==> config.mk <==
export PLATFORM = sky130hd
export DESIGN_NAME = synth_top
export DESIGN_NICKNAME = d
export VERILOG_FILES = /design/src/synth_pkg.sv /design/src/spi_word_rx.sv /design/src/supersaw_osc.sv /design/src/decay_vca.sv /design/src/i2s_tx.sv /design/src/synth_top.sv
export SDC_FILE = /design/constraint.sdc
export NUM_CORES = 2
export LEC_CHECK = 0
export ABC_AREA = 1
export BUFFER_PORTS_ARGS = -buffer_cell sky130_fd_sc_hd__buf_2
export CORE_MARGIN = 2
export CORE_UTILIZATION = 45
export DETAILED_ROUTE_END_ITERATION = 12
export GPL_ROUTABILITY_DRIVEN = 0
export PLACE_DENSITY = 0.58
export SLEW_MARGIN = 20
export SYNTH_ARGS = -nofsm -noshare
export SYNTH_HDL_FRONTEND = slang
export SYNTH_HIERARCHICAL = 1
export SYNTH_SLANG_ARGS = --single-unit
==> constraint.sdc <==
create_clock -name clk -period 20 [get_ports clk]
set_input_delay 1 -clock clk [delete_from_list [all_inputs] [get_ports clk]]
set_output_delay 1 -clock clk [all_outputs]
set_load 0.1 [all_outputs]
==> src/synth_pkg.sv <==
`default_nettype none

package synth_pkg;

	// --------------------
	// widths
	localparam int SAMPLE_W      = 16;
	localparam int PHASE_W       = 32;
	localparam int SPI_WORD_BITS = 16;
	localparam int SPI_CNT_W     = $clog2(SPI_WORD_BITS + 2);	// room for "too many" edges

	typedef logic signed [SAMPLE_W-1:0] sample_t;
	typedef logic [SPI_WORD_BITS-1:0]   pitch_t;
	typedef logic [PHASE_W-1:0]         phase_t;
	typedef logic [SAMPLE_W-1:0]        level_t;	// Q15, unsigned

	// --------------------
	// supersaw
	localparam int N_SAWS       = 8;
	localparam int PITCH_SHIFT  = 8;	// pitch word -> phase increment
	localparam int SAW_TOP_BITS = 13;	// 8 x 13 bits still fits 16 bits

	// small per-voice offsets, gives the beating
	localparam phase_t SAW_DETUNE [N_SAWS] = '{
		32'd50000, 32'd51333, 32'd52777, 32'd53077,
		32'd54577, 32'd55336, 32'd56789, 32'd57612
	};

	localparam logic [SAMPLE_W-1:0] SAW_CENTER = 16'h8000;	// unsigned sum -> signed

	// --------------------
	// envelope and vca
	localparam level_t DECAY_START = 16'h7ffc;	// just under 1.0
	localparam level_t DECAY_STEP  = 16'h0040;	// per frame
	localparam int     VCA_SHIFT   = 15;

	// --------------------
	// i2s framing
	localparam int BCK_HALF   = 4;	// clk per half bck
	localparam int DIV_W      = $clog2(BCK_HALF);
	localparam int FRAME_BITS = 32;	// 16 left + 16 right
	localparam int BIT_W      = $clog2(FRAME_BITS);

endpackage

`default_nettype wire

==> src/spi_word_rx.sv <==
`timescale 1ns/1ns
`default_nettype none

// spi mode 0 slave, receive only
module spi_word_rx
	import synth_pkg::*;
(
	input  logic   clk,
	input  logic   trigger,
	input  logic   sck,
	input  logic   mosi,
	input  logic   cs,	// active low
	output pitch_t pitch,
	output logic   note_on
);

	// --------------------
	// synchronizers, [1] is the synced value, [2] one clk older
	logic [2:0] sck_sync;
	logic [1:0] mosi_sync;	// data only, no edge detect
	logic [2:0] cs_sync;

	logic sck_rise;
	logic cs_rise;
	logic cs_low;

	logic [SPI_CNT_W-1:0] bit_cnt;
	pitch_t               shreg;	// incoming bits, msb first

	assign sck_rise = sck_sync[1] & ~sck_sync[2];
	assign cs_rise  = cs_sync[1] & ~cs_sync[2];
	assign cs_low   = ~cs_sync[1];

	always_ff @(posedge clk or posedge trigger) begin
		if (trigger) begin
			sck_sync  <= '0;
			mosi_sync <= '0;
			cs_sync   <= '1;	// idle high, no false edge after reset
		end else begin
			sck_sync  <= {sck_sync[1:0], sck};
			mosi_sync <= {mosi_sync[0], mosi};
			cs_sync   <= {cs_sync[1:0], cs};
		end
	end

	// --------------------
	// bit counter, saturates one past a full word
	always_ff @(posedge clk or posedge trigger) begin
		if (trigger) begin
			bit_cnt <= '0;
		end else if (!cs_low) begin
			bit_cnt <= '0;	// also clears on the cs_rise cycle
		end else if (sck_rise && bit_cnt <= SPI_CNT_W'(SPI_WORD_BITS)) begin
			bit_cnt <= bit_cnt + 1'b1;
		end
	end

	always_ff @(posedge clk) begin
		if (sck_rise && cs_low)
			shreg <= {shreg[SPI_WORD_BITS-2:0], mosi_sync[1]};
	end

	// --------------------
	// word done, only exact length counts
	always_ff @(posedge clk or posedge trigger) begin
		if (trigger) begin
			pitch   <= '0;
			note_on <= 1'b0;
		end else begin
			note_on <= 1'b0;
			if (cs_rise && bit_cnt == SPI_CNT_W'(SPI_WORD_BITS)) begin
				pitch   <= shreg;
				note_on <= 1'b1;	// one clk pulse
			end
		end
	end

endmodule

`default_nettype wire

==> src/supersaw_osc.sv <==
`timescale 1ns/1ns
`default_nettype none

// eight detuned ramps, summed
module supersaw_osc
	import synth_pkg::*;
(
	input  logic    clk,
	input  logic    trigger,
	input  logic    frame_tick,
	input  pitch_t  pitch,
	output sample_t saw
);

	phase_t acc [N_SAWS];
	phase_t inc;	// shared part of every step
	logic   tick_d;	// new acc values ready

	logic [SAMPLE_W-1:0] saw_sum;

	assign inc = phase_t'(pitch) << PITCH_SHIFT;

	// --------------------
	// phase accumulators
	always_ff @(posedge clk or posedge trigger) begin
		if (trigger) begin
			for (int i = 0; i < N_SAWS; i++)
				acc[i] <= '0;
		end else if (frame_tick) begin
			for (int i = 0; i < N_SAWS; i++)
				acc[i] <= acc[i] + inc + SAW_DETUNE[i];	// wraps, that's the ramp
		end
	end

	// top bits of each ramp, unsigned sum
	always_comb begin
		saw_sum = '0;
		for (int i = 0; i < N_SAWS; i++)
			saw_sum = saw_sum + SAMPLE_W'(acc[i][PHASE_W-1 -: SAW_TOP_BITS]);
	end

	// --------------------
	// output register, one clk after the tick
	always_ff @(posedge clk or posedge trigger) begin
		if (trigger) begin
			tick_d <= 1'b0;
			saw    <= '0;
		end else begin
			tick_d <= frame_tick;
			if (tick_d)
				saw <= sample_t'(saw_sum - SAW_CENTER);	// center on zero
		end
	end

endmodule

`default_nettype wire

==> src/decay_vca.sv <==
`timescale 1ns/1ns
`default_nettype none

// linear decay envelope + vca
module decay_vca
	import synth_pkg::*;
(
	input  logic    clk,
	input  logic    trigger,
	input  logic    frame_tick,
	input  logic    note_on,
	input  sample_t saw,
	output sample_t vca_out
);

	level_t level;
	logic   note_pend;	// note waits for the next frame

	logic [2:0] tick_pipe;	// tick delayed by 1, 2, 3 clk

	logic signed [2*SAMPLE_W:0] prod;	// 16 x 17 signed

	// --------------------
	// envelope, steps once per frame
	always_ff @(posedge clk or posedge trigger) begin
		if (trigger) begin
			level     <= '0;
			note_pend <= 1'b0;
		end else begin
			if (frame_tick) begin
				note_pend <= note_on;	// a note on the tick itself waits a frame
				if (note_pend)
					level <= DECAY_START;
				else if (level > DECAY_STEP)
					level <= level - DECAY_STEP;
				else
					level <= '0;	// floor, no wrap
			end else if (note_on) begin
				note_pend <= 1'b1;
			end
		end
	end

	// --------------------
	// stage timing follows the saw register
	always_ff @(posedge clk or posedge trigger) begin
		if (trigger)
			tick_pipe <= '0;
		else
			tick_pipe <= {tick_pipe[1:0], frame_tick};
	end

	// stage 1 at tick+2, saw is new by then
	always_ff @(posedge clk) begin
		if (tick_pipe[1])
			prod <= saw * $signed({1'b0, level});	// level zero-extended
	end

	// stage 2 at tick+3, back to Q0
	always_ff @(posedge clk or posedge trigger) begin
		if (trigger)
			vca_out <= '0;
		else if (tick_pipe[2])
			vca_out <= sample_t'(prod >>> VCA_SHIFT);
	end

endmodule

`default_nettype wire

==> src/i2s_tx.sv <==
`timescale 1ns/1ns
`default_nettype none

// pcm5102 style serializer, left on lrck low
module i2s_tx
	import synth_pkg::*;
(
	input  logic    clk,
	input  logic    trigger,
	input  sample_t left,
	input  sample_t right,
	output logic    frame_tick,
	output logic    bck,
	output logic    lrck,
	output logic    din
);

	logic [DIV_W-1:0] div;		// clk per half bck
	logic [BIT_W-1:0] bit_cnt;	// bit now on din
	logic [BIT_W-1:0] next_bit;
	logic             first_fall;	// first clk after reset acts as a falling edge

	logic half_end;
	logic fall;
	logic rise;
	logic frame_end;

	logic [2*SAMPLE_W-1:0] shreg;	// rest of the pair, msb first

	assign half_end  = div == DIV_W'(BCK_HALF - 1);
	assign fall      = half_end && (bck || first_fall);
	assign rise      = half_end && !bck && !first_fall;
	assign next_bit  = bit_cnt + 1'b1;	// wraps 31 -> 0
	assign frame_end = bit_cnt == BIT_W'(FRAME_BITS - 1);

	// --------------------
	// bit clock and framing
	always_ff @(posedge clk or posedge trigger) begin
		if (trigger) begin
			div        <= DIV_W'(BCK_HALF - 1);
			bit_cnt    <= BIT_W'(FRAME_BITS - 1);	// so the first fall starts frame 0
			first_fall <= 1'b1;
			bck        <= 1'b0;
			lrck       <= 1'b0;
			din        <= 1'b0;
			frame_tick <= 1'b0;
		end else begin
			frame_tick <= 1'b0;
			if (half_end)
				div <= '0;
			else
				div <= div + 1'b1;

			if (rise)
				bck <= 1'b1;	// din sampled by the dac here

			if (fall) begin
				bck        <= 1'b0;
				first_fall <= 1'b0;
				bit_cnt    <= next_bit;
				lrck       <= next_bit[BIT_W-1];	// high for the right half
				if (frame_end) begin
					din        <= left[SAMPLE_W-1];	// msb straight from the input
					frame_tick <= 1'b1;	// voice steps now
				end else begin
					din <= shreg[2*SAMPLE_W-1];
				end
			end
		end
	end

	// --------------------
	// sample latch and shifter
	always_ff @(posedge clk) begin
		if (fall) begin
			if (frame_end)
				shreg <= {left[SAMPLE_W-2:0], right, 1'b0};	// left msb already out
			else
				shreg <= {shreg[2*SAMPLE_W-2:0], 1'b0};
		end
	end

endmodule

`default_nettype wire

==> src/synth_top.sv <==
`timescale 1ns/1ns
`default_nettype none

// single voice supersaw, spi in, i2s out
module synth_top
	import synth_pkg::*;
(
	input  logic clk,
	input  logic trigger,
	input  logic sck,
	input  logic mosi,
	input  logic cs,
	output logic i2s_bck,
	output logic i2s_lrck,
	output logic i2s_din
);

	pitch_t  pitch;
	logic    note_on;
	logic    frame_tick;	// one per audio frame, from the serializer
	sample_t saw;
	sample_t vca_out;

	// --------------------
	// decode
	spi_word_rx i_rx (
		.clk     (clk),
		.trigger (trigger),
		.sck     (sck),
		.mosi    (mosi),
		.cs      (cs),
		.pitch   (pitch),
		.note_on (note_on)
	);

	// --------------------
	// execute
	supersaw_osc i_osc (
		.clk        (clk),
		.trigger    (trigger),
		.frame_tick (frame_tick),
		.pitch      (pitch),
		.saw        (saw)
	);

	decay_vca i_vca (
		.clk        (clk),
		.trigger    (trigger),
		.frame_tick (frame_tick),
		.note_on    (note_on),
		.saw        (saw),
		.vca_out    (vca_out)
	);

	// --------------------
	// result, wet left and dry right
	i2s_tx i_i2s (
		.clk        (clk),
		.trigger    (trigger),
		.left       (vca_out),
		.right      (saw),
		.frame_tick (frame_tick),
		.bck        (i2s_bck),
		.lrck       (i2s_lrck),
		.din        (i2s_din)
	);

endmodule

`default_nettype wire

# Word-level counts from Yosys, hierarchy flattened
# Index checks and enable logic that the tools add are counted.
# totals
regBits	430
latch_bits	0
ramBits	0
mem_bits_ro	0
n_memories	0
# op_classes
addsub	28
mul	1
n_div	0
n_lt_le_gt_ge	2
eq_ne	3
n_shift	0
mux	14
n_bitwise	5
n_reduce_logical	12
# op_table
operator	count
32-bit by 16-bit adder with 32-bit output (second input constant)	8
32-bit by 24-bit adder with 32-bit output	8
16-bit by 13-bit adder with 16-bit output	6
16-bit two-way mux	2
32-bit two-way mux	1
16-bit by 17-bit multiplier with 31-bit output	1
16-bit by 7-bit > comparator with 1-bit output (second input constant)	1
16-bit subtractor (second input constant)	1
16-bit by 7-bit subtractor with 16-bit output (second input constant)	1
13-bit by 13-bit adder with 14-bit output	1
5-bit by 1-bit adder with 5-bit output (second input constant)	2
5-bit equality test (second input constant)	2
5-bit two-way mux	2
1-bit two-way mux	8
1-bit logical AND	6
2-bit nonzero test	3
5-bit <= comparator (second input constant)	1
1-bit NOT	3
2-bit by 1-bit adder with 2-bit output (second input constant)	1
1-bit AND	2
2-bit equality test (second input constant)	1
1-bit zero test	2
2-bit two-way mux	1
1-bit logical OR	1

# Depth between registers and ports, before layout
# depth
ltp_word	8
ltp_mapped	29
depth_no_buf	28

# Hierarchy
# Netlist, hierarchy kept.
# by_module_without_submodules
module	instances	cells_per_inst	area_per_inst_um2	seq_area_each_um2
supersaw_osc	1	4058	26987.1	6606.3
decay_vca	1	1371	10463.8	1256.2
i2s_tx	1	183	1839.3	1241.2
spi_word_rx	1	141	1682.9	1234.9

# Worst setup path after synthesis
# OpenSTA, ideal clock, no wires.
# synth_timing
kind	register to register
startpoint	reg i_vca.level[13]
endpoint	reg i_vca.prod[25] (data pin)
setup_time_ns	0.254
arrival_ns	5.144
setup_slack_ns	14.602
path_stages_with_launch	22
n_path_buf	2
path_cell_list	dfrtp_1 > clkbuf_1 > buf_1 > nand2_1 > fa_1 > fa_1 > inv_1 > fa_1 > fa_1 > fa_1 > inv_1 > fa_1 > inv_1 > ha_1 > nand2_1 > nand2_1 > a21oi_1 > nor2_1 > nor2_1 > nand3_1 > nand2_1 > nand2_1
# synth_between
elab_chain_len	1
# synth_rtl
element	line	text
from (decl)	decay_vca.sv:16	level_t level;
from (signal assigned)	decay_vca.sv:35	level <= level - DECAY_STEP;
16-bit by 17-bit multiplier with 31-bit output	decay_vca.sv:56	prod <= saw * $signed({1'b0, level});
to (signal assigned)	decay_vca.sv:56	
to (decl)	decay_vca.sv:21	logic signed [2*SAMPLE_W:0] prod;
# Every way passes these cells.
# A chain may end at the register's enable or synchronous reset.

# Final worst setup path
# layout_timing
startpoint	reg i_osc.saw[15]
endpoint	reg i_vca.prod[25] (data pin)
# layout_between
elab_chain_len	1
# layout_rtl
element	line	text
from (decl)	supersaw_osc.sv:12	output sample_t saw
from (signal assigned)	supersaw_osc.sv:51	saw <= sample_t'(saw_sum - SAW_CENTER);
16-bit by 17-bit multiplier with 31-bit output	decay_vca.sv:56	
# Every way passes these cells.

==> metrics.md <==
| Metric | Value |
|---|---|
| Die ar. | 93,500 µm² |
| Core ar. | 90,100 µm² |
| Total number of vias | 34,890 |
| Cells after DPL | 6,857 |
| Async SR Flop Fraction | 0.843 |
| Num CTS Buffers | 49 |
| Final hold viol count | 0 |
| Number of synthesized flops with an enable pin | 63 |
| Max-cap violations | 0 |
| Xor and xnor area share after synthesis | 0.0205 |
| Cell variety after synth | 58 |
| Cell Chain, Critical Path | clkinv_1 > o21ai_0 > ha_1 > inv_1 > fa_1 > inv_1 > fa_1 > fa_1 > fa_1 > inv_1 > fa_1 > inv_1 > ha_1 > nand2_1 > nor2_2 > inv_2 > nor2_1 > nand3_1 > nand4_1 > nand2_1 |
| Leak Pwr | 24.8 nW |
| Area share of the largest cell type after synthesis | 0.199 |
| Area contributors post-synth | dfrtp_1 20%, nand2_1 17%, ha_1 13% |
| Reg2reg end | i_vca/prod[25] |
| Leading area contributor after synthesis | dfrtp_1 |
| Largest net degree at the start of global routing | 198 |
| Initial Util | 0.455 |
| Commonest non-fill, non-tap cell in the layout | nand2_1 |
| Skew final | 19.7 ps |
| HPWL Detailed | 85.5 mm |
| Critical Path RT | 20,370 ps |
| GRT Residual Overflow | 0 |
| Fillers | 9,071 |
| Worst-Skew Late Latency | 620 ps |
| WL/cell | 15.7 µm |
| Vias in the first global route | 34,408 |
| Most frequent cells in the layout | 1,886 x nand2_1, 1,142 x inv_1, 438 x ha_1 |
| H-tree depth | 2 |
| DR pass1 iterations | 6 |
| Finished Layout Cells | 6,949 |
| Routed wire length | 109 mm |
| Largest family of logic cells by synthesized area | simple AND/OR/NAND/NOR gates |
| 1st-iter DRT viols | 2,466 |
| Initial antenna violation count | 5 |
| Simple-Gate Fraction of Synth Area | 0.289 |
| Nets | 6,422 |
| Worst Setup Start Kind | register |
| DRC violations left | 0 |
| Synthesized area | 41,000 µm² |
| # IOs | 8 |
| Clock Sinks | 400 |
| Syn Inst Count | 5,753 |
| Unrepaired setup endpoints after global routing | false |
| PD cells | 41.7 nW/µm² |
| FF+latch count, synth | 400 |
| Worst-path clk slew | 60 ps |
| FF-to-FF Start | i_osc/saw[15] |
| Slowest stage cell, crit path | dfrtp_1 |
| Worst Setup EP | i_vca/prod[25] |
| Mapped Avg Cell Area | 7.12 µm² |
| Peak VDD IR | 68.1 µV |
| CP dominant cell by count | fa_1 |
| CTS resizes | 0 |
| Mux cell area share after synthesis | 0.00440 |
| Worst setup path class | reg -> reg |
| Synth Area in Compound Gates | 0.0605 |
| Worst setup startpoint | i_osc/saw[15] |
| Worst min path class | reg -> reg |
| FP Rows | 110 |
| Max_slew headroom | 0.302 |
| FF+latch area | 10,300 µm² |
| Area of the multi-input gates | 25,800 µm² |
| Maximum clock path buffer count | 3 |
| Final period utilization | 0.302 |
| Layout cells sized above 1 | 0.0405 |
| Crit path time final | 6040 ps |
| GR peak layer | met2 |
| TNS Setup | 0 ps |
| First-pass GRT wire length | 180 mm |
| Root Buffer Master | clkbuf_16 |
| Post-route ant nets | 0 |
| Crit end category | register |
| # diodes | 0 |
| Overall Power | 1.83 mW |
| Final Max Tran Viols | 0 |
| Final setup vio count | 0 |
| Post-synthesis adder-cell area fraction | 0.254 |
| Worst-margin pin slew | 1050 ps |
| R2R cell count | 20 |
| Met1 global-route usage | 0.333 |
| Slack of the worst reg-to-reg path | 13,960 ps |
| Worst stage delay on the critical path | 610 ps |
| CTS tree | done |
| F_max | 166 MHz |
| GR met2 Demand/Resource | 0.397 |
| Worst hold slack | 347 ps |
| Sequential share of the synthesized area | 0.252 |
| M3 GR Usage | 0.0254 |
| Area grow syn2layout | 7.16% |
| PortBufs | 7 |
| Worst EP arrival | 6400 ps |
| Critical path peak fanout | 10 |
| Yosys warnings | 6 |
| Status | completed |
| Chip Height | 306 µm |
| Total track usage | 0.239 |
| Main synth FF type | dfrtp_1 |
| Vias per std cell | 5.02 |
| Die width | 306 µm |
| Number of hold buffers added after CTS | 0 |
| Setup Buffers After CTS | 0 |
## worst max-delay path: cells and delay by family (launching register included)
kind	cells	cell delay (ps)
fa+ha+maj	7	3240
buf+inv	6	760
simple gates	6	750
flops	1	610
compound gates	1	420
## layer usage
layer	routed length, µm	part of all wire	up-vias
met2	49200	0.45	664
met1	51800	0.48	16385
met5	0	0	-
li1	-	-	17701
met3	5030	0.046	140
met4	2790	0.026	0
## where the power goes
| group | total, mW | leakage, nW | switching (mW) | internal [mW] |
|---|---|---|---|---|
| combinational | 0.0427 | 18.7 | 0.0323 | 0.0104 |
| sequential | 0.829 | 5.21 | 0.000993 | 0.828 |
| clock | 0.960 | 0.844 | 0.380 | 0.580 |
## flip-flops by register name, indices dropped and copies added, names as in the netlist, 2 cells and up
signal / count
i_osc/acc: 247
i_i2s/shreg: 31
i_osc/saw: 16
i_rx/pitch: 16
i_rx/shreg: 16
i_vca/prod: 16
i_vca/vca_out: 16
i_vca/level: 11
i_i2s/bit_cnt: 5
i_rx/bit_cnt: 5
i_rx/cs_sync: 3
i_rx/sck_sync: 3
i_vca/tick_pipe: 3
i_i2s/div: 2
i_rx/mosi_sync: 2
## final cells by class
cell class / instances / area share
multi-input combinational: 4100 / 0.589
inverter: 1163 / 0.0998
clock buffer: 71 / 0.0328
timing repair buffer: 18 / 0.00296
sequential: 400 / 0.236
tap: 1176 / 0.0335
clock inverter: 21 / 0.00670
## logic make-up after synthesis
family,count (synthesis)
AO/OA/AOI/OAI,458
XOR/XNOR,95
adder cells (fa/ha/maj),685
buffers and inverters,1270
flip-flops,400
multiplexers,16
other,2
AND/OR/NAND/NOR,2827
## cells in the mapped netlist, drive strengths merged (3+ instances only)
| library cell | instances |
|---|---|
| nand2b | 3 |
| o21ai | 191 |
| or2 | 22 |
| nand4 | 52 |
| xnor2 | 43 |
| buf | 57 |
| and2 | 12 |
| nand2 | 1905 |
| nor3b | 3 |
| nor4 | 7 |
| nor2 | 362 |
| ha | 438 |
| a21o | 7 |
| a21oi | 199 |
| fa | 247 |
| nand3b | 50 |
| clkbuf | 50 |
| inv | 1161 |
| xor2 | 52 |
| dfrtp | 326 |
| edfxtp | 63 |
| o21bai | 23 |
| o22ai | 8 |
| dfstp | 11 |
| nand3 | 357 |
| a31oi | 20 |
| nor3 | 50 |
| mux2 | 16 |
| a22oi | 3 |
## metrics by stage
stage               worst slack [ps]   util  area (µm²)
finish                         13960  0.487       43900
detailed placement             14000  0.468       42200
CTS                            13970  0.487       43900
floorplan                      11730      -       41000
global placement               14060  0.468       42200
global route                   13640  0.487       43900
## how the worst min path moves through the flow
| stage | startpoint | to | slack [ps] | depth (start not counted) |
|---|---|---|---|---|
| 2_1_floorplan | i_rx/mosi_sync[0] | i_rx/mosi_sync[1] | 330 | 0 |
| 3_3_place_gp | i_vca/tick_pipe[0] | i_vca/tick_pipe[1] | 330 | 0 |
| 3_5_place_dp | i_vca/tick_pipe[0] | i_vca/tick_pipe[1] | 330 | 0 |
| 4_1_cts | i_vca/tick_pipe[0] | i_vca/tick_pipe[1] | 350 | 0 |
| 5_1_grt | i_rx/cs_sync[0] | i_rx/cs_sync[1] | 360 | 0 |
| 6_report | i_vca/tick_pipe[0] | i_vca/tick_pipe[1] | 350 | 0 |
Note: power is estimated with default switching activity, not from simulation.
